`config.mk`:
```
export PLATFORM = sky130hd
export DESIGN_NAME = cart_loader_top
export DESIGN_NICKNAME = d
export VERILOG_FILES = /design/src/hw/cart_pkg.sv /design/src/hw/host_pkg.sv /design/src/hw/backup_sync_engine.sv /design/src/hw/cart_loader_top.sv /design/src/hw/cheat_code_packer.sv /design/src/hw/ioctl_word_stage.sv /design/src/hw/rom_header_probe.sv
export SDC_FILE = /design/constraint.sdc
export NUM_CORES = 1
export LEC_CHECK = 0
export BUFFER_PORTS_ARGS = -buffer_cell sky130_fd_sc_hd__buf_2
export CORE_MARGIN = 1
export CORE_UTILIZATION = 35
export CTS_BUF_LIST = sky130_fd_sc_hd__clkbuf_16
export CTS_CLUSTER_SIZE = 8
export DETAILED_ROUTE_END_ITERATION = 6
export PLACE_DENSITY = 0.56
export SLEW_MARGIN = 25
export SYNTH_ARGS = -nofsm -noshare
export SYNTH_HDL_FRONTEND = slang
export SYNTH_SLANG_ARGS = --single-unit
```
`constraint.sdc`:
```
create_clock -name clk_sys -period 2.95 [get_ports clk_sys]
set_input_delay 0.295 -clock clk_sys [delete_from_list [all_inputs] [get_ports clk_sys]]
set_output_delay 0.295 -clock clk_sys [all_outputs]
set_load 0.05 [all_outputs]
```
`src/hw/cart_pkg.sv`:
```
// Cartridge header definitions for layout modes, region select and size decoding
package cart_pkg;

	// Width of the ROM and save RAM address masks
	localparam int MASK_W = 24;

	// Copier header in front of the image, skipped by the layout offsets
	localparam int COPIER_BYTES = 512;

	// ROM size code when the image carries none (4 MB)
	localparam logic [3:0] DEFAULT_ROM_SIZE = 4'd12;

	// ====================
	// Header layouts
	// ====================

	typedef enum logic [2:0] {
		hdr_auto,
		hdr_none,
		hdr_lorom,
		hdr_hirom,
		hdr_exhirom
	} hdr_mode_e;

	// Size field of the internal header for each layout
	// ROM size code sits in bits 11:8, RAM size code two bytes later in bits 3:0
	localparam int SIZE_OFS_LOROM   = 'h7FD6 + COPIER_BYTES;
	localparam int SIZE_OFS_HIROM   = 'hFFD6 + COPIER_BYTES;
	localparam int SIZE_OFS_EXHIROM = 'h40FFD6 + COPIER_BYTES;

	// ====================
	// Video region
	// ====================

	typedef enum logic [1:0] {
		region_auto,
		region_ntsc,
		region_pal
	} region_sel_e;

endpackage

```
`src/hw/host_pkg.sv`:
```
// Host side definitions for the download stream and the backup disk transfers
package host_pkg;

	// ====================
	// Download stream
	// ====================

	// Byte address of the download file
	localparam int IOCTL_ADDR_W = 25;

	// One download transfer carries a 16-bit word
	localparam int IOCTL_DATA_W = 16;

	// Kind of content carried by a registered download word
	typedef enum logic [1:0] {
		kind_none,
		kind_cart,
		kind_code
	} word_kind_e;

	// ====================
	// Backup disk
	// ====================

	localparam int SD_LBA_W = 32;

	// Sectors are 512 bytes
	localparam int SECTOR_SHIFT = 9;

	typedef enum logic {
		bk_idle,
		bk_busy
	} backup_state_e;

endpackage

```
`src/hw/backup_sync_engine.sv`:
```
// Backup RAM sequencer, tracks unsaved writes and moves save RAM to and from disk by sector
module backup_sync_engine (
	input  logic                          clk_sys,
	input  logic                          RESET,
	input  logic                          cart_active,
	input  logic [cart_pkg::MASK_W-1:0]   ram_mask,
	input  logic                          img_mounted,
	input  logic                          img_readonly,
	input  logic                          img_nonempty,
	input  logic                          bsram_write,
	input  logic                          osd_open,
	input  logic                          autosave,
	input  logic                          load_req,
	input  logic                          save_req,
	input  logic                          sd_ack,
	output logic                          sd_rd,
	output logic                          sd_wr,
	output logic [host_pkg::SD_LBA_W-1:0] sd_lba,
	output logic                          bk_busy,
	output logic                          bk_loading,
	output logic                          bk_pending,
	output logic                          bk_enabled
);

	localparam int LW = host_pkg::SD_LBA_W;

	host_pkg::backup_state_e state;

	logic          cart_active_q;
	logic          ack_q;
	logic          load_lvl;
	logic          save_lvl;
	logic          load_q;
	logic          save_q;
	logic          start_load;
	logic          start_save;
	logic [LW-1:0] last_lba;

	assign bk_busy  = (state == host_pkg::bk_busy);
	assign last_lba = LW'(ram_mask >> host_pkg::SECTOR_SHIFT);

	// Menu requests, and autosave once the OSD opens with unsaved data
	assign load_lvl = load_req & bk_enabled;
	assign save_lvl = (save_req | (bk_pending & osd_open & autosave)) & bk_enabled;

	// End of a cartridge download pulls in any existing save file
	assign start_load = (load_lvl & ~load_q)
		| (cart_active_q & ~cart_active & img_nonempty & bk_enabled);
	assign start_save = save_lvl & ~save_q & ~start_load;

	// ====================
	// Enable and pending
	// ====================

	always_ff @(posedge clk_sys) begin
		if (RESET) begin
			cart_active_q <= 1'b0;
			bk_enabled    <= 1'b0;
			bk_pending    <= 1'b0;
		end else begin
			cart_active_q <= cart_active;
			if (cart_active && !cart_active_q)
				bk_enabled <= 1'b0;
			// Save image is mounted by the host before the download ends
			if (cart_active && img_mounted && !img_readonly)
				bk_enabled <= (ram_mask != '0);
			if (bk_enabled && !osd_open && bsram_write)
				bk_pending <= 1'b1;
			else if (bk_busy)
				bk_pending <= 1'b0;
		end
	end

	// ====================
	// Sector sequencer
	// ====================

	always_ff @(posedge clk_sys) begin
		if (RESET) begin
			state      <= host_pkg::bk_idle;
			sd_rd      <= 1'b0;
			sd_wr      <= 1'b0;
			sd_lba     <= '0;
			bk_loading <= 1'b0;
			ack_q      <= 1'b0;
			load_q     <= 1'b0;
			save_q     <= 1'b0;
		end else begin
			ack_q  <= sd_ack;
			load_q <= load_lvl;
			save_q <= save_lvl;

			// Host has taken the request
			if (sd_ack && !ack_q) begin
				sd_rd <= 1'b0;
				sd_wr <= 1'b0;
			end

			case (state)
				host_pkg::bk_idle: begin
					if (start_load || start_save) begin
						state      <= host_pkg::bk_busy;
						bk_loading <= start_load;
						sd_lba     <= '0;
						sd_rd      <= start_load;
						sd_wr      <= ~start_load;
					end
				end
				default: begin
					// Sector done once ack falls
					if (ack_q && !sd_ack) begin
						if (sd_lba >= last_lba) begin
							state      <= host_pkg::bk_idle;
							bk_loading <= 1'b0;
						end else begin
							sd_lba <= sd_lba + 1'b1;
							sd_rd  <= bk_loading;
							sd_wr  <= ~bk_loading;
						end
					end
				end
			endcase
		end
	end

	a_one_dir: assert property (@(posedge clk_sys) disable iff (RESET)
		!(sd_rd && sd_wr))
		else $error("read and write requested together");

	a_lba_hold: assert property (@(posedge clk_sys) disable iff (RESET)
		(sd_rd || sd_wr) |=> !(sd_rd || sd_wr) || $stable(sd_lba))
		else $error("sd_lba changed during a request");

endmodule

```
`src/hw/cart_loader_top.sv`:
```
// Cartridge loader top, chains the word stage into header, cheat and backup blocks
module cart_loader_top #(
	parameter logic [7:0] CODE_INDEX = 8'hff
) (
	input  logic                              clk_sys,
	input  logic                              RESET,

	// Host download stream
	input  logic                              dl_active,
	input  logic [7:0]                        dl_index,
	input  logic [host_pkg::IOCTL_ADDR_W-1:0] dl_addr,
	input  logic [host_pkg::IOCTL_DATA_W-1:0] dl_data,
	input  logic                              dl_wr,
	output logic                              code_active,

	// Header results
	input  cart_pkg::hdr_mode_e               hdr_mode,
	input  cart_pkg::region_sel_e             region_sel,
	output logic [7:0]                        rom_type,
	output logic [cart_pkg::MASK_W-1:0]       rom_mask,
	output logic [cart_pkg::MASK_W-1:0]       ram_mask,
	output logic                              pal,

	// Cheat codes
	output logic [127:0]                      code_word,
	output logic                              code_valid,
	output logic                              code_clear,

	// Save RAM backup
	input  logic                              img_mounted,
	input  logic                              img_readonly,
	input  logic                              img_nonempty,
	input  logic                              bsram_write,
	input  logic                              osd_open,
	input  logic                              autosave,
	input  logic                              load_req,
	input  logic                              save_req,
	input  logic                              sd_ack,
	output logic                              sd_rd,
	output logic                              sd_wr,
	output logic [host_pkg::SD_LBA_W-1:0]     sd_lba,
	output logic                              bk_busy,
	output logic                              bk_loading,
	output logic                              bk_pending,
	output logic                              bk_enabled
);

	host_pkg::word_kind_e              word_kind;
	logic [host_pkg::IOCTL_ADDR_W-1:0] word_addr;
	logic [host_pkg::IOCTL_DATA_W-1:0] word_data;
	logic                              cart_active;

	ioctl_word_stage #(
		.CODE_INDEX(CODE_INDEX)
	) u_word_stage (
		.clk_sys(clk_sys), .RESET(RESET),
		.dl_active(dl_active), .dl_index(dl_index), .dl_addr(dl_addr),
		.dl_data(dl_data), .dl_wr(dl_wr),
		.word_kind(word_kind), .word_addr(word_addr), .word_data(word_data),
		.cart_active(cart_active), .code_active(code_active)
	);

	rom_header_probe u_header (
		.clk_sys(clk_sys), .RESET(RESET),
		.word_kind(word_kind), .word_addr(word_addr), .word_data(word_data),
		.cart_active(cart_active), .hdr_mode(hdr_mode), .region_sel(region_sel),
		.rom_type(rom_type), .rom_mask(rom_mask), .ram_mask(ram_mask), .pal(pal)
	);

	cheat_code_packer u_cheat (
		.clk_sys(clk_sys), .RESET(RESET),
		.word_kind(word_kind), .word_addr(word_addr), .word_data(word_data),
		.cart_active(cart_active),
		.code_word(code_word), .code_valid(code_valid), .code_clear(code_clear)
	);

	backup_sync_engine u_backup (
		.clk_sys(clk_sys), .RESET(RESET),
		.cart_active(cart_active), .ram_mask(ram_mask),
		.img_mounted(img_mounted), .img_readonly(img_readonly),
		.img_nonempty(img_nonempty), .bsram_write(bsram_write),
		.osd_open(osd_open), .autosave(autosave),
		.load_req(load_req), .save_req(save_req), .sd_ack(sd_ack),
		.sd_rd(sd_rd), .sd_wr(sd_wr), .sd_lba(sd_lba),
		.bk_busy(bk_busy), .bk_loading(bk_loading),
		.bk_pending(bk_pending), .bk_enabled(bk_enabled)
	);

endmodule

```
`src/hw/cheat_code_packer.sv`:
```
// Cheat packer, gathers eight download words into one 128-bit code and strobes it out
module cheat_code_packer (
	input  logic                              clk_sys,
	input  logic                              RESET,
	input  host_pkg::word_kind_e              word_kind,
	input  logic [host_pkg::IOCTL_ADDR_W-1:0] word_addr,
	input  logic [host_pkg::IOCTL_DATA_W-1:0] word_data,
	input  logic                              cart_active,
	output logic [127:0]                      code_word,
	output logic                              code_valid,
	output logic                              code_clear
);

	logic code_wr;
	logic cart_active_q;

	assign code_wr = (word_kind == host_pkg::kind_code);

	// Layout is flags, address, compare, replace from the top down
	// Each field arrives low half first
	always_ff @(posedge clk_sys) begin
		if (code_wr) begin
			case (word_addr[3:0])
				4'd0:  code_word[111:96]  <= word_data;
				4'd2:  code_word[127:112] <= word_data;
				4'd4:  code_word[79:64]   <= word_data;
				4'd6:  code_word[95:80]   <= word_data;
				4'd8:  code_word[47:32]   <= word_data;
				4'd10: code_word[63:48]   <= word_data;
				4'd12: code_word[15:0]    <= word_data;
				4'd14: code_word[31:16]   <= word_data;
				default: ;
			endcase
		end
	end

	always_ff @(posedge clk_sys) begin
		if (RESET) begin
			code_valid    <= 1'b0;
			code_clear    <= 1'b0;
			cart_active_q <= 1'b0;
		end else begin
			cart_active_q <= cart_active;
			// Replace high word is the last one of a code
			code_valid    <= code_wr && word_addr[3:0] == 4'd14;
			// A new cheat file or a new cartridge drops the old code list
			code_clear    <= (code_wr && word_addr == '0) || (cart_active && !cart_active_q);
		end
	end

	a_valid_pulse: assert property (@(posedge clk_sys) disable iff (RESET)
		code_valid |=> !code_valid)
		else $error("code_valid held longer than one cycle");

endmodule

```
`src/hw/ioctl_word_stage.sv`:
```
// Download word stage, registers each host word and tags it as cartridge or cheat data
module ioctl_word_stage #(
	parameter logic [7:0] CODE_INDEX = 8'hff
) (
	input  logic                              clk_sys,
	input  logic                              RESET,
	input  logic                              dl_active,
	input  logic [7:0]                        dl_index,
	input  logic [host_pkg::IOCTL_ADDR_W-1:0] dl_addr,
	input  logic [host_pkg::IOCTL_DATA_W-1:0] dl_data,
	input  logic                              dl_wr,
	output host_pkg::word_kind_e              word_kind,
	output logic [host_pkg::IOCTL_ADDR_W-1:0] word_addr,
	output logic [host_pkg::IOCTL_DATA_W-1:0] word_data,
	output logic                              cart_active,
	output logic                              code_active
);

	logic is_code;

	// Cheat files come down on their own menu index
	assign is_code = (dl_index == CODE_INDEX);

	always_ff @(posedge clk_sys) begin
		if (RESET) begin
			word_kind   <= host_pkg::kind_none;
			cart_active <= 1'b0;
			code_active <= 1'b0;
		end else begin
			cart_active <= dl_active & ~is_code;
			code_active <= dl_active & is_code;
			if (dl_wr && dl_active)
				word_kind <= is_code ? host_pkg::kind_code : host_pkg::kind_cart;
			else
				word_kind <= host_pkg::kind_none;
		end
	end

	// Address and data only matter while word_kind marks a word
	always_ff @(posedge clk_sys) begin
		if (dl_wr) begin
			word_addr <= dl_addr;
			word_data <= dl_data;
		end
	end

	a_one_stream: assert property (@(posedge clk_sys) disable iff (RESET)
		!(cart_active && code_active))
		else $error("cart and cheat downloads active together");

endmodule

```
`src/hw/rom_header_probe.sv`:
```
// Header probe, picks ROM type, size masks and video region out of the cartridge image
module rom_header_probe (
	input  logic                              clk_sys,
	input  logic                              RESET,
	input  host_pkg::word_kind_e              word_kind,
	input  logic [host_pkg::IOCTL_ADDR_W-1:0] word_addr,
	input  logic [host_pkg::IOCTL_DATA_W-1:0] word_data,
	input  logic                              cart_active,
	input  cart_pkg::hdr_mode_e               hdr_mode,
	input  cart_pkg::region_sel_e             region_sel,
	output logic [7:0]                        rom_type,
	output logic [cart_pkg::MASK_W-1:0]       rom_mask,
	output logic [cart_pkg::MASK_W-1:0]       ram_mask,
	output logic                              pal
);

	localparam int AW = host_pkg::IOCTL_ADDR_W;
	localparam logic [cart_pkg::MASK_W-1:0] MASK_BASE = 1024;

	logic          cart_wr;
	logic          size_forced;
	logic [AW-1:0] size_ofs;
	logic [AW-1:0] ram_ofs;
	logic [3:0]    rom_size;
	logic [3:0]    ram_size;
	logic          rom_region;

	assign cart_wr = (word_kind == host_pkg::kind_cart);
	assign ram_ofs = size_ofs + AW'(2);

	// Where the internal header sits for a forced layout
	always_comb begin
		size_forced = 1'b1;
		size_ofs    = '0;
		case (hdr_mode)
			cart_pkg::hdr_lorom:   size_ofs = AW'(cart_pkg::SIZE_OFS_LOROM);
			cart_pkg::hdr_hirom:   size_ofs = AW'(cart_pkg::SIZE_OFS_HIROM);
			cart_pkg::hdr_exhirom: size_ofs = AW'(cart_pkg::SIZE_OFS_EXHIROM);
			default:               size_forced = 1'b0;
		endcase
	end

	// ====================
	// Header fields
	// ====================

	always_ff @(posedge clk_sys) begin
		if (RESET) begin
			rom_size   <= cart_pkg::DEFAULT_ROM_SIZE;
			ram_size   <= 4'd0;
			rom_type   <= 8'd0;
			rom_region <= 1'b0;
		end else if (cart_wr) begin
			if (word_addr == '0) begin
				rom_size <= cart_pkg::DEFAULT_ROM_SIZE;
				ram_size <= 4'd0;
				// Loader header packs both size codes into the low byte
				if (hdr_mode == cart_pkg::hdr_auto && word_data[7:0] != 8'd0)
					{ram_size, rom_size} <= word_data[7:0];
				case (hdr_mode)
					cart_pkg::hdr_auto:    rom_type <= word_data[15:8];
					cart_pkg::hdr_hirom:   rom_type <= 8'd1;
					cart_pkg::hdr_exhirom: rom_type <= 8'd2;
					default:               rom_type <= 8'd0;
				endcase
			end
			if (word_addr == AW'(2))
				rom_region <= word_data[8];
			if (size_forced && word_addr == size_ofs)
				rom_size <= word_data[11:8];
			if (size_forced && word_addr == ram_ofs)
				ram_size <= word_data[3:0];
		end
	end

	// Masks follow the size codes one cycle later
	always_ff @(posedge clk_sys) begin
		rom_mask <= (MASK_BASE << rom_size) - 1'b1;
		ram_mask <= (ram_size != 4'd0) ? (MASK_BASE << ram_size) - 1'b1 : '0;
	end

	// ====================
	// Video region
	// ====================

	// Held during a download so the video timing does not flip mid load
	always_ff @(posedge clk_sys) begin
		if (RESET)
			pal <= 1'b0;
		else if (!cart_active) begin
			if (region_sel == cart_pkg::region_auto)
				pal <= rom_region;
			else
				pal <= (region_sel == cart_pkg::region_pal);
		end
	end

endmodule

```
==> impl_metrics.toml, run 1 <==
[run_status]
outcome = "complete, no violations"

[synthesis]
synth_warnings = 0
yosys_register_bits = 264
synth-edff-count = 169
syn-cell-area_sq_mm = 0.00951
synth_top_flop_cell = "edfxtp_1"
synth_async_sr_flop_share_pct = 0
syn-mean-instance-area_sq_um = 13.7
synth.yosys.seq_area_share_pct = 73.4
synth_cell_type_count = 54
post_synth_inst_count = 693

[placement]
dp.final_hpwl_mm = 17.4
gpl.final_weighted_congestion = 0.811
number_of_cells_in_the_design_after_placement = 1298
pre_cts_slack_ns = 0.242
portBuffers = 282
post_dp_area_sq_mm = 0.0113

[timing]
slew_headroom_pct = 34.3
fin_setup_tns_ns = 0
slew_viol_final = 0
post-route-period-util_pct = 91.4
fin_crit_period_ns = 2.70
finalSetupViolations = 0
clock_skew_ns = 0.0192
grt_setup_unrepaired = "no"
finalHoldViolCount = 0
worst-slew-pin-transition_ns = 0.986
fmax_ghz = 0.371
worst_slack_ns = 0.255

[routing]
initialDrtViolationCount = 499
final_antenna_net_count = 0
via_total_after_detailed_routing = 6844
drc_markers = 0
total_iterations_of_the_first_detailed_routing_run = 5
routedWlPerCell_um = 18.0
viasPerCell = 4.86
wl_mm = 25.3

[power]
p_per_area_mw_per_mm2 = 636
max-vdd-ir-drop_v = 0.000494
cellLeakagePower_nw = 5.21

[critical_path]
setup.reg_to_reg.worst_slack_ns = 0.25
cp_data_required_time_ns = 3.39
reg2reg_to = "u_backup.sd_lba[14]"
critPathKind = "reg2reg"
timing.critical_path.from_type = "flip-flop"
path_max_fanout = 33
cp.arrival_ns = 3.13
timing.reg2reg.worst_path_depth = 8
cp-end-kind = "flip-flop"
timing.rr.start = "u_header.ram_mask[9]"

[layout]
most_used_cells_in_the_layout_excluding_fill_and_tap_cells = "282 x buf_2, 169 x edfxtp_1, 94 x dfxtp_1"
final_layout_size_suffix_gt1_share_pct = 33.3
layout_commonest_cell = "buf_2"
final_cell_area_sq_mm = 0.0129
layout.cells.non_filler = 1407
final_net_count = 1130
area_delta_synth_final_pct = 35.2

[floorplanning]
num_io_pins = 293
die-height_um = 167
initial_utilization_pct = 36.1
die_w_um = 167
die_area_sq_mm = 0.0278
number_of_cell_rows = 59
fp.coreArea_sq_mm = 0.0264

[cts]
cts_root_buffer = "clkbuf_16"
cts.sink_count = 264
postCtsSetupBuffers = 0
cts_tree = "yes"
clk_path_buf_depth = 3
numCtsBuffers = 39
worstSkewPairLatency_ns = 0.51
cts.reportedPaths.clkPinSlew_ns = 0.05
htree_num_levels = 2

[global_route]
aggregate_global_routing_overflow = 0
grtUsageTotal_pct = 18.0
first_global_vias = 6696
grt_start_max_net_pins = 44
grt_antenna_before_repair = 1
grt_first_pass_wirelength_mm = 38.4

[min_path]
timing.hold.worst.class = "in2reg"
timing.hold.worst_path_depth = 2
whs_endpoint = "u_backup.load_q"
min-delay-start = "load_req"

[run]
cap_violations = 0
[Yosys cell counts (all sizes together), types with 9 or more instances]
cell type	instances	area, sq um
and2	19	119
dfxtp	95	1900
nor2b	11	68.8
inv	37	139
nor2	29	109
nand2b	9	56.3
a21oi	43	215
nand2	38	143
edfxtp	169	5070
nand3	18	90.1
nand4	16	100
or4	12	90.1
nor4	13	81.3
ha	18	225
nor3	16	80.1
clkbuf	21	78.8
o21ai	24	120
a211oi	12	90.1
buf	20	154
[area by class of cell]
type,count,area [sq um]
clock inverter,28,134
sequential,264,6980
inverter,38,143
multi-input combinational,359,2220
tap,335,419
timing repair buffer,343,1980
fill,2360,13500
antenna,1,2.50
clock buffer,39,976
[per-stage QoR]
step | hold slack (ns) | total power [mW] | utilization [%]
after CTS | 0.0215 | 8.27 | 48.8
after detailed placement | 0.404 | 4.31 | 43.0
final | 0.0437 | 8.17 | 48.8
after floorplan | 0.394 | 4.21 | -
after global placement | 0.402 | 4.31 | 43.0
after global routing | 0.0203 | 8.47 | 48.8
[how the worst max path moves through the flow]
stage                     startpoint             endpoint  slack, ns  cells after the start
6_report        u_header.ram_mask[9]  u_backup.sd_lba[14]       0.25                      8
4_1_cts         u_header.ram_mask[9]  u_backup.sd_lba[15]       0.24                      8
3_3_place_gp    u_header.ram_mask[9]   u_backup.sd_lba[8]       0.29                      8
2_1_floorplan     u_backup.sd_lba[0]  u_backup.sd_lba[11]       0.02                      9
5_1_grt        u_header.ram_mask[23]       u_backup.sd_wr       0.06                      9
3_5_place_dp    u_header.ram_mask[9]  u_backup.sd_lba[13]       0.24                      8
[flip-flops by register name, indices dropped and copies added, names as in the netlist, 2 cells and up]
register and cells:
u_header.rom_size 4, u_word_stage.word_kind 2, u_word_stage.word_addr 25, u_header.rom_mask 14
u_word_stage.word_data 16, u_header.rom_type 8, u_backup.sd_lba 32, u_cheat.code_word 128
u_header.ram_mask 15, u_header.ram_size 4
[worst max-delay path, cell delays in order (launching register included)]
cell and delay (ns):
dfxtp_2 0.43, ha_1 0.25, nand2b_1 0.14, a2111oi_0 0.37, a2111oi_0 0.16, a2111o_1 0.45, buf_12 0.18, or4_1 0.50
a21oi_1 0.15
[cells by family (layout without fill, tap and decap cells)]
logic type	after synthesis	count (layout)	share of synthesized area (%)
other	1	11	0.0394
AO/OA/AOI/OAI	113	113	7.40
XOR/XNOR	4	4	0.369
adder cells (fa/ha/maj)	18	18	2.37
AND/OR/NAND/NOR	211	211	12.2
flip-flops	264	264	73.4
multiplexers	3	3	0.329
buffers and inverters	79	448	3.95
[power by group]
part | total, mW | switching (mW) | internal, mW | leakage [nW]
clock network | 3.89 | 1.52 | 2.37 | 0.628
logic | 0.201 | 0.112 | 0.0896 | 2.27
registers | 4.08 | 0.0763 | 4.01 | 2.32
[layer usage]
layer	routed length [um]	track usage (%)
met4	567	6.88
met2	12300	30.2
met1	10900	22.1
met5	0	0
met3	1480	4.92
[timing repair]
action	4_1_cts	5_1_grt
resized for setup	0	0
hold endpoints to repair	41	0
hold buffers	41	0
No activity file was read; power rests on OpenSTA's default activity.
==> inputs of run 2 (changes only) <==
--- a/config.mk
+++ b/config.mk
@@ -6,12 +6,14 @@
 export NUM_CORES = 1
 export LEC_CHECK = 0
 export BUFFER_PORTS_ARGS = -buffer_cell sky130_fd_sc_hd__buf_2
+export CELL_PAD_IN_SITES_DETAIL_PLACEMENT = 1
+export CELL_PAD_IN_SITES_GLOBAL_PLACEMENT = 1
 export CORE_MARGIN = 1
 export CORE_UTILIZATION = 35
 export CTS_BUF_LIST = sky130_fd_sc_hd__clkbuf_16
 export CTS_CLUSTER_SIZE = 8
 export DETAILED_ROUTE_END_ITERATION = 6
-export PLACE_DENSITY = 0.56
+export PLACE_DENSITY = 0.68
 export SLEW_MARGIN = 25
 export SYNTH_ARGS = -nofsm -noshare
 export SYNTH_HDL_FRONTEND = slang
==> run 2 against run 1 <==
  * Worst hold slack worse by 0.0066 ns
  * Non-clock buffer count did not move
  * Sequential share of layout area rose by 0.12 points
  * Flip-flop and latch count unchanged
  * Highest routed layer unchanged
  * Largest power group unchanged
  * Sequential power about the same
  * Combinational power increased by 7%
==> impl_metrics.toml, run 2 (synthesized netlist as in run 1, its figures left out) <==
[run_status]
outcome = "complete, no violations"

[layout]
area_delta_synth_final_pct = 35.0
final_layout_size_suffix_gt1_share_pct = 33.4
reg.largest.list = "u_cheat.code_word (128), u_backup.sd_lba (32), u_word_stage.word_addr (25)"
fin_util_pct = 48.7
largest_register_ff_count = 128
layout_commonest_cell = "buf_2"
largest_register_by_flop_count = "u_cheat.code_word"
most_used_cells_in_the_layout_excluding_fill_and_tap_cells = "281 x buf_2, 169 x edfxtp_1, 94 x dfxtp_1"
nFillCells = 2811
final_net_count = 1129

[routing]
topRoutingLayerUsed = "met4"
total_iterations_of_the_first_detailed_routing_run = 4
dr_wl_met2_mm = 14.5
routedWlPerCell_um = 20.3
wl_met3_mm = 1.46
initialDrtViolationCount = 362
final_antenna_net_count = 0
wl_mm = 28.5
drc_markers = 0
via_total_after_detailed_routing = 7013
viasPerCell = 5.00
met1_length_mm = 11.7

[timing]
whs_ns = 0.0371
clock_skew_ns = 0.0229
post-route-period-util_pct = 94.0
worst-slew-pin-transition_ns = 0.758
grt_setup_unrepaired = "no"
finalSetupViolations = 0
fin_crit_period_ns = 2.77
slew_viol_final = 0
finalHoldViolCount = 0
fmax_ghz = 0.361
slew_headroom_pct = 48.9
fin_setup_tns_ns = 0

[critical_path]
timing.rr.start = "u_header.ram_mask[9]"
cp_data_required_time_ns = 3.38
critPathKind = "reg2reg"
path_max_fanout = 33
critical_path.cell_chain = "ha_1 -> nand2b_1 -> a2111oi_1 -> a2111oi_0 -> a2111o_1 -> buf_12 -> or4_1 -> a21oi_1"
cp-end-kind = "flip-flop"
timing.critical_path.slowest_stage_cell = "or4_1"
cp-startpoint = "u_header.ram_mask[9]"
max_stage_delay_ns = 0.51
timing.critical_path.from_type = "flip-flop"
cp.arrival_ns = 3.20

[cts]
numCtsBuffers = 38
cts.sink_count = 264
cts.reportedPaths.clkPinSlew_ns = 0.05
postCtsSetupBuffers = 0
cts_root_buffer = "clkbuf_16"
clk_path_buf_depth = 3
htree_num_levels = 2
worstSkewPairLatency_ns = 0.53
cts_tree = "yes"

[global_route]
grt_antenna_before_repair = 1
aggregate_global_routing_overflow = 0
grt_first_pass_wirelength_mm = 42.7
grtUsageTotal_pct = 20.3
first_global_vias = 7281
grt_start_max_net_pins = 44

[floorplanning]
die-height_um = 167
die_w_um = 167
num_io_pins = 293
initial_utilization_pct = 36.1
fp.coreArea_sq_mm = 0.0264
number_of_cell_rows = 59
die_area_sq_mm = 0.0278

[power]
switchingPower_mw = 1.77
power.share.switching_pct = 21.6
cellLeakagePower_nw = 5.19
power.combinational.fraction_pct = 2.6
p_per_area_mw_per_mm2 = 637
sequential_fraction_of_design_power_pct = 49.8
max-vdd-ir-drop_v = 0.000372
power_frac_clock_pct = 47.5
internal-power_mw = 6.41

[min_path]
timing.hold.worst.class = "in2reg"
min-delay-start = "sd_ack"

[placement]
gpl.final_weighted_congestion = 0.819
portBuffers = 282
dp.final_hpwl_mm = 19.6

[run]
cap_violations = 0
## run 2: cell types whose count changed in the layout (fill, tap and decap cells not counted), sizes merged
cell | before | now
clkinv | 3 | 2
clkbuf | 39 | 38
clkinvlp | 1 | 0
inv | 62 | 61
## run 2: area by class of cell
type | instances | area (sq um) | area share (%)
antenna | 1 | 2.50 | 0.0195
clock buffer | 38 | 951 | 7.41
clock inverter | 25 | 123 | 0.956
inverter | 38 | 143 | 1.11
multi-input combinational | 359 | 2230 | 17.3
sequential | 264 | 6980 | 54.4
tap | 335 | 419 | 3.27
timing repair buffer | 343 | 1990 | 15.5
## run 2: repair_timing
item                                   in CTS  in global routing
resized for setup                           0                  2
endpoints found under the hold margin      41                  0
hold buffers                               41                  0
setup endpoints to repair                   0                  5
## run 2: stage by stage
step	std cells	total power, mW	setup WS, ns	cell area (sq um)
2_1_floorplan	702	4.21	0.0204	9540
3_3_place_gp	1298	4.31	0.260	11300
3_5_place_dp	1298	4.32	0.108	11300
4_1_cts	1402	8.28	0.0700	12800
5_1_grt	1403	8.44	0.0180	12800
6_report	1403	8.18	0.177	12800
## run 2: worst max-delay path: cells and delay by family, from the launching register on
family	cells	cell delay, ns
fa+ha+maj	1	0.28
compound gates	4	1.19
buf+inv	1	0.18
flops	1	0.37
simple gates	2	0.65
## run 2: path summary, 6_finish.rpt
check,slack [ns],cells after the start,endpoint
worst max-delay path,0.18,8,u_backup.sd_lba[13]
worst min-delay path,0.04,2,u_backup.ack_q
worst max register to register,0.18,8,u_backup.sd_lba[13]
worst min register to register,0.45,2,u_header.rom_type[6]
## run 2: power by group through the flow
stage	clock (mW)	sequential, mW	combinational [mW]
final	3.89	4.08	0.216
after global routing	4.13	4.08	0.233
after CTS	3.98	4.08	0.215
after detailed placement	0	4.15	0.170
after global placement	0	4.15	0.164
after floorplan	0	4.12	0.0885
## run 2: routing by layer
metal | vias to the layer above | track usage, %
li1 | 3256 | -
met1 | 3497 | 24.1
met2 | 204 | 36.0
met3 | 56 | 4.13
met4 | 0 | 7.53
met5 | - | 0
==> inputs of run 3 (changes only) <==
--- a/config.mk
+++ b/config.mk
@@ -6,6 +6,7 @@
 export NUM_CORES = 1
 export LEC_CHECK = 0
 export BUFFER_PORTS_ARGS = -buffer_cell sky130_fd_sc_hd__buf_2
+export CAP_MARGIN = 20
 export CELL_PAD_IN_SITES_DETAIL_PLACEMENT = 1
 export CELL_PAD_IN_SITES_GLOBAL_PLACEMENT = 1
 export CORE_MARGIN = 1
@@ -13,7 +14,8 @@
 export CTS_BUF_LIST = sky130_fd_sc_hd__clkbuf_16
 export CTS_CLUSTER_SIZE = 8
 export DETAILED_ROUTE_END_ITERATION = 6
-export PLACE_DENSITY = 0.68
+export PLACE_DENSITY = 0.72
+export REMOVE_ABC_BUFFERS = 1
 export SLEW_MARGIN = 25
 export SYNTH_ARGS = -nofsm -noshare
 export SYNTH_HDL_FRONTEND = slang
==> run 3 against run 2 <==
  * Critical path type unchanged
  * Utilization hardly changed
  * Count of clock-buffer cells in the layout grew 2
  * Clock power up 4%
  * Critical endpoint is now u_backup.sd_lba[5]
  * Cell count down 0.57%
  * Global-route usage shrank 0.25 points
==> impl_metrics.toml, run 3 (synthesized netlist as in run 1, its figures left out) <==
[timing]
slew_headroom_pct = 44.9
fin_crit_period_ns = 2.81
worst-slew-pin-transition_ns = 0.818
finalHoldViolCount = 0
grt_setup_unrepaired = "no"
slew_viol_final = 0
post-route-period-util_pct = 95.4
clock_skew_ns = 0.0126
fmax_ghz = 0.356
finalSetupViolations = 0
worst_slack_ns = 0.137

[power]
max-vdd-ir-drop_v = 0.000392
power_frac_clock_pct = 48.4
sequential_fraction_of_design_power_pct = 49.0
power.combinational.fraction_pct = 2.6
internal-power_mw = 6.59
cellLeakagePower_nw = 5.17
power.share.switching_pct = 20.8
p_per_area_mw_per_mm2 = 649
switchingPower_mw = 1.74
power.total_mw = 8.33

[layout]
most_used_cells_in_the_layout_excluding_fill_and_tap_cells = "281 x buf_2, 169 x edfxtp_1, 95 x dfxtp_1"
largest_register_by_flop_count = "u_cheat.code_word"
area_delta_synth_final_pct = 35.0
diode_count = 0
reg.largest.list = "u_cheat.code_word (128), u_backup.sd_lba (32), u_word_stage.word_addr (25)"
largest_register_ff_count = 128
final_net_count = 1126
final_layout_size_suffix_gt1_share_pct = 33.3
layout_commonest_cell = "buf_2"

[critical_path]
crit_path_buffers_inverters = 2
timing.critical_path.from_type = "flip-flop"
cp-startpoint = "u_backup.sd_lba[0]"
timing.critical_path.slowest_stage_cell = "or4_1"
critPathTopFamily = "compound AO/OA/AOI/OAI gates"
max_stage_delay_ns = 0.51
timing.critical_path.mode_cell = "a2111oi_0"
cp-end-kind = "flip-flop"
path_max_fanout = 33
critPathKind = "reg2reg"
setup.reg_to_reg.worst_slack_ns = 0.14
critical_path.cell_chain = "inv_1 -> ha_1 -> nand2b_1 -> a2111oi_0 -> a2111oi_0 -> a2111o_1 -> buf_12 -> or4_1 -> a21oi_1"
cp.arrival_ns = 3.25
reg2reg_to = "u_backup.sd_lba[5]"
timing.reg2reg.worst_path_depth = 9
timing.rr.start = "u_backup.sd_lba[0]"
cp_data_required_time_ns = 3.38

[routing]
initialDrtViolationCount = 357
via_total_after_detailed_routing = 6941
final_antenna_net_count = 0
total_iterations_of_the_first_detailed_routing_run = 4
routedWlPerCell_um = 20.1
viasPerCell = 4.98
wl_mm = 28.0
drc_markers = 0

[min_path]
whs_endpoint = "u_backup.load_q"
timing.hold.worst.class = "in2reg"
min-delay-start = "load_req"
timing.hold.worst_path_depth = 2

[floorplanning]
die-height_um = 167
num_io_pins = 293
number_of_cell_rows = 59
die_area_sq_mm = 0.0278
initial_utilization_pct = 36.1
die_w_um = 167
fp.coreArea_sq_mm = 0.0264

[placement]
pre_cts_slack_ns = 0.145
dp.final_hpwl_mm = 19.2
gpl.final_weighted_congestion = 0.768
portBuffers = 282

[global_route]
grt_antenna_before_repair = 0
grt_start_max_net_pins = 44
aggregate_global_routing_overflow = 0
first_global_vias = 7289
grt_first_pass_wirelength_mm = 42.5
grtUsageTotal_pct = 20.0

[run_status]
outcome = "complete, no violations"

[cts]
clk_path_buf_depth = 3
worstSkewPairLatency_ns = 0.51
cts_root_buffer = "clkbuf_16"
numCtsBuffers = 39
postCtsSetupBuffers = 0
cts.reportedPaths.clkPinSlew_ns = 0.05
htree_num_levels = 2
cts.sink_count = 264
cts_tree = "yes"

[run]
cap_violations = 0
-- run 3: through the flow --
| step | cell area (sq um) | utilization (%) | TNS (ns) | instances | hold WS, ns |
|---|---|---|---|---|---|
| finish | 12800 | 48.7 | 0 | 1395 | 0.0405 |
| global route | 12800 | 48.7 | 0 | 1395 | 0.0358 |
| CTS | 12800 | 48.7 | 0 | 1395 | 0.0251 |
| detailed placement | 11300 | 42.9 | 0 | 1294 | 0.413 |
| global placement | 11300 | 42.9 | 0 | 1294 | 0.415 |
| floorplan | 9310 | - | -71.82 | 661 | 0.364 |
-- run 3: layout make-up --
cell class	count	area, sq um
Clock buffer	40	1000
Clock inverter	20	119
Fill cell	2757	13500
Inverter	38	143
Multi-Input combinational cell	359	2220
Sequential cell	264	6980
Tap cell	335	419
Timing Repair Buffer	339	1960
-- run 3: timing repair --
action                                 4_1_cts  5_1_grt
gates resized for setup                      0        0
endpoints found under the hold margin       41        0
hold buffers                                41        0
-- run 3: power groups by stage --
stage,Combinational [mW],Clock (mW),Sequential (mW)
finish,0.218,4.03,4.08
global route,0.236,4.27,4.09
CTS,0.217,4.13,4.08
global placement,0.168,0,4.14
detailed placement,0.172,0,4.15
floorplan,0.0704,0,4.12
-- run 3: worst max-delay path by stage --
stage,to,slack (ns),cells after the start
finish,u_backup.sd_lba[5],0.14,9
global placement,u_backup.sd_lba[15],0.29,9
detailed placement,u_backup.sd_lba[15],0.15,9
CTS,u_backup.sd_lba[5],0.11,9
global route,u_backup.sd_lba[5],0.01,9
floorplan,u_backup.sd_lba[13],-3.28,7
-- run 3: routing by layer --
layer	track usage (%)	share of wire, %	vias to the layer above
met4	7.41	2.9	0
met5	0	0	-
met1	24.1	41	3418
li1	-	-	3234
met2	35.5	51	236
met3	3.73	5.3	53
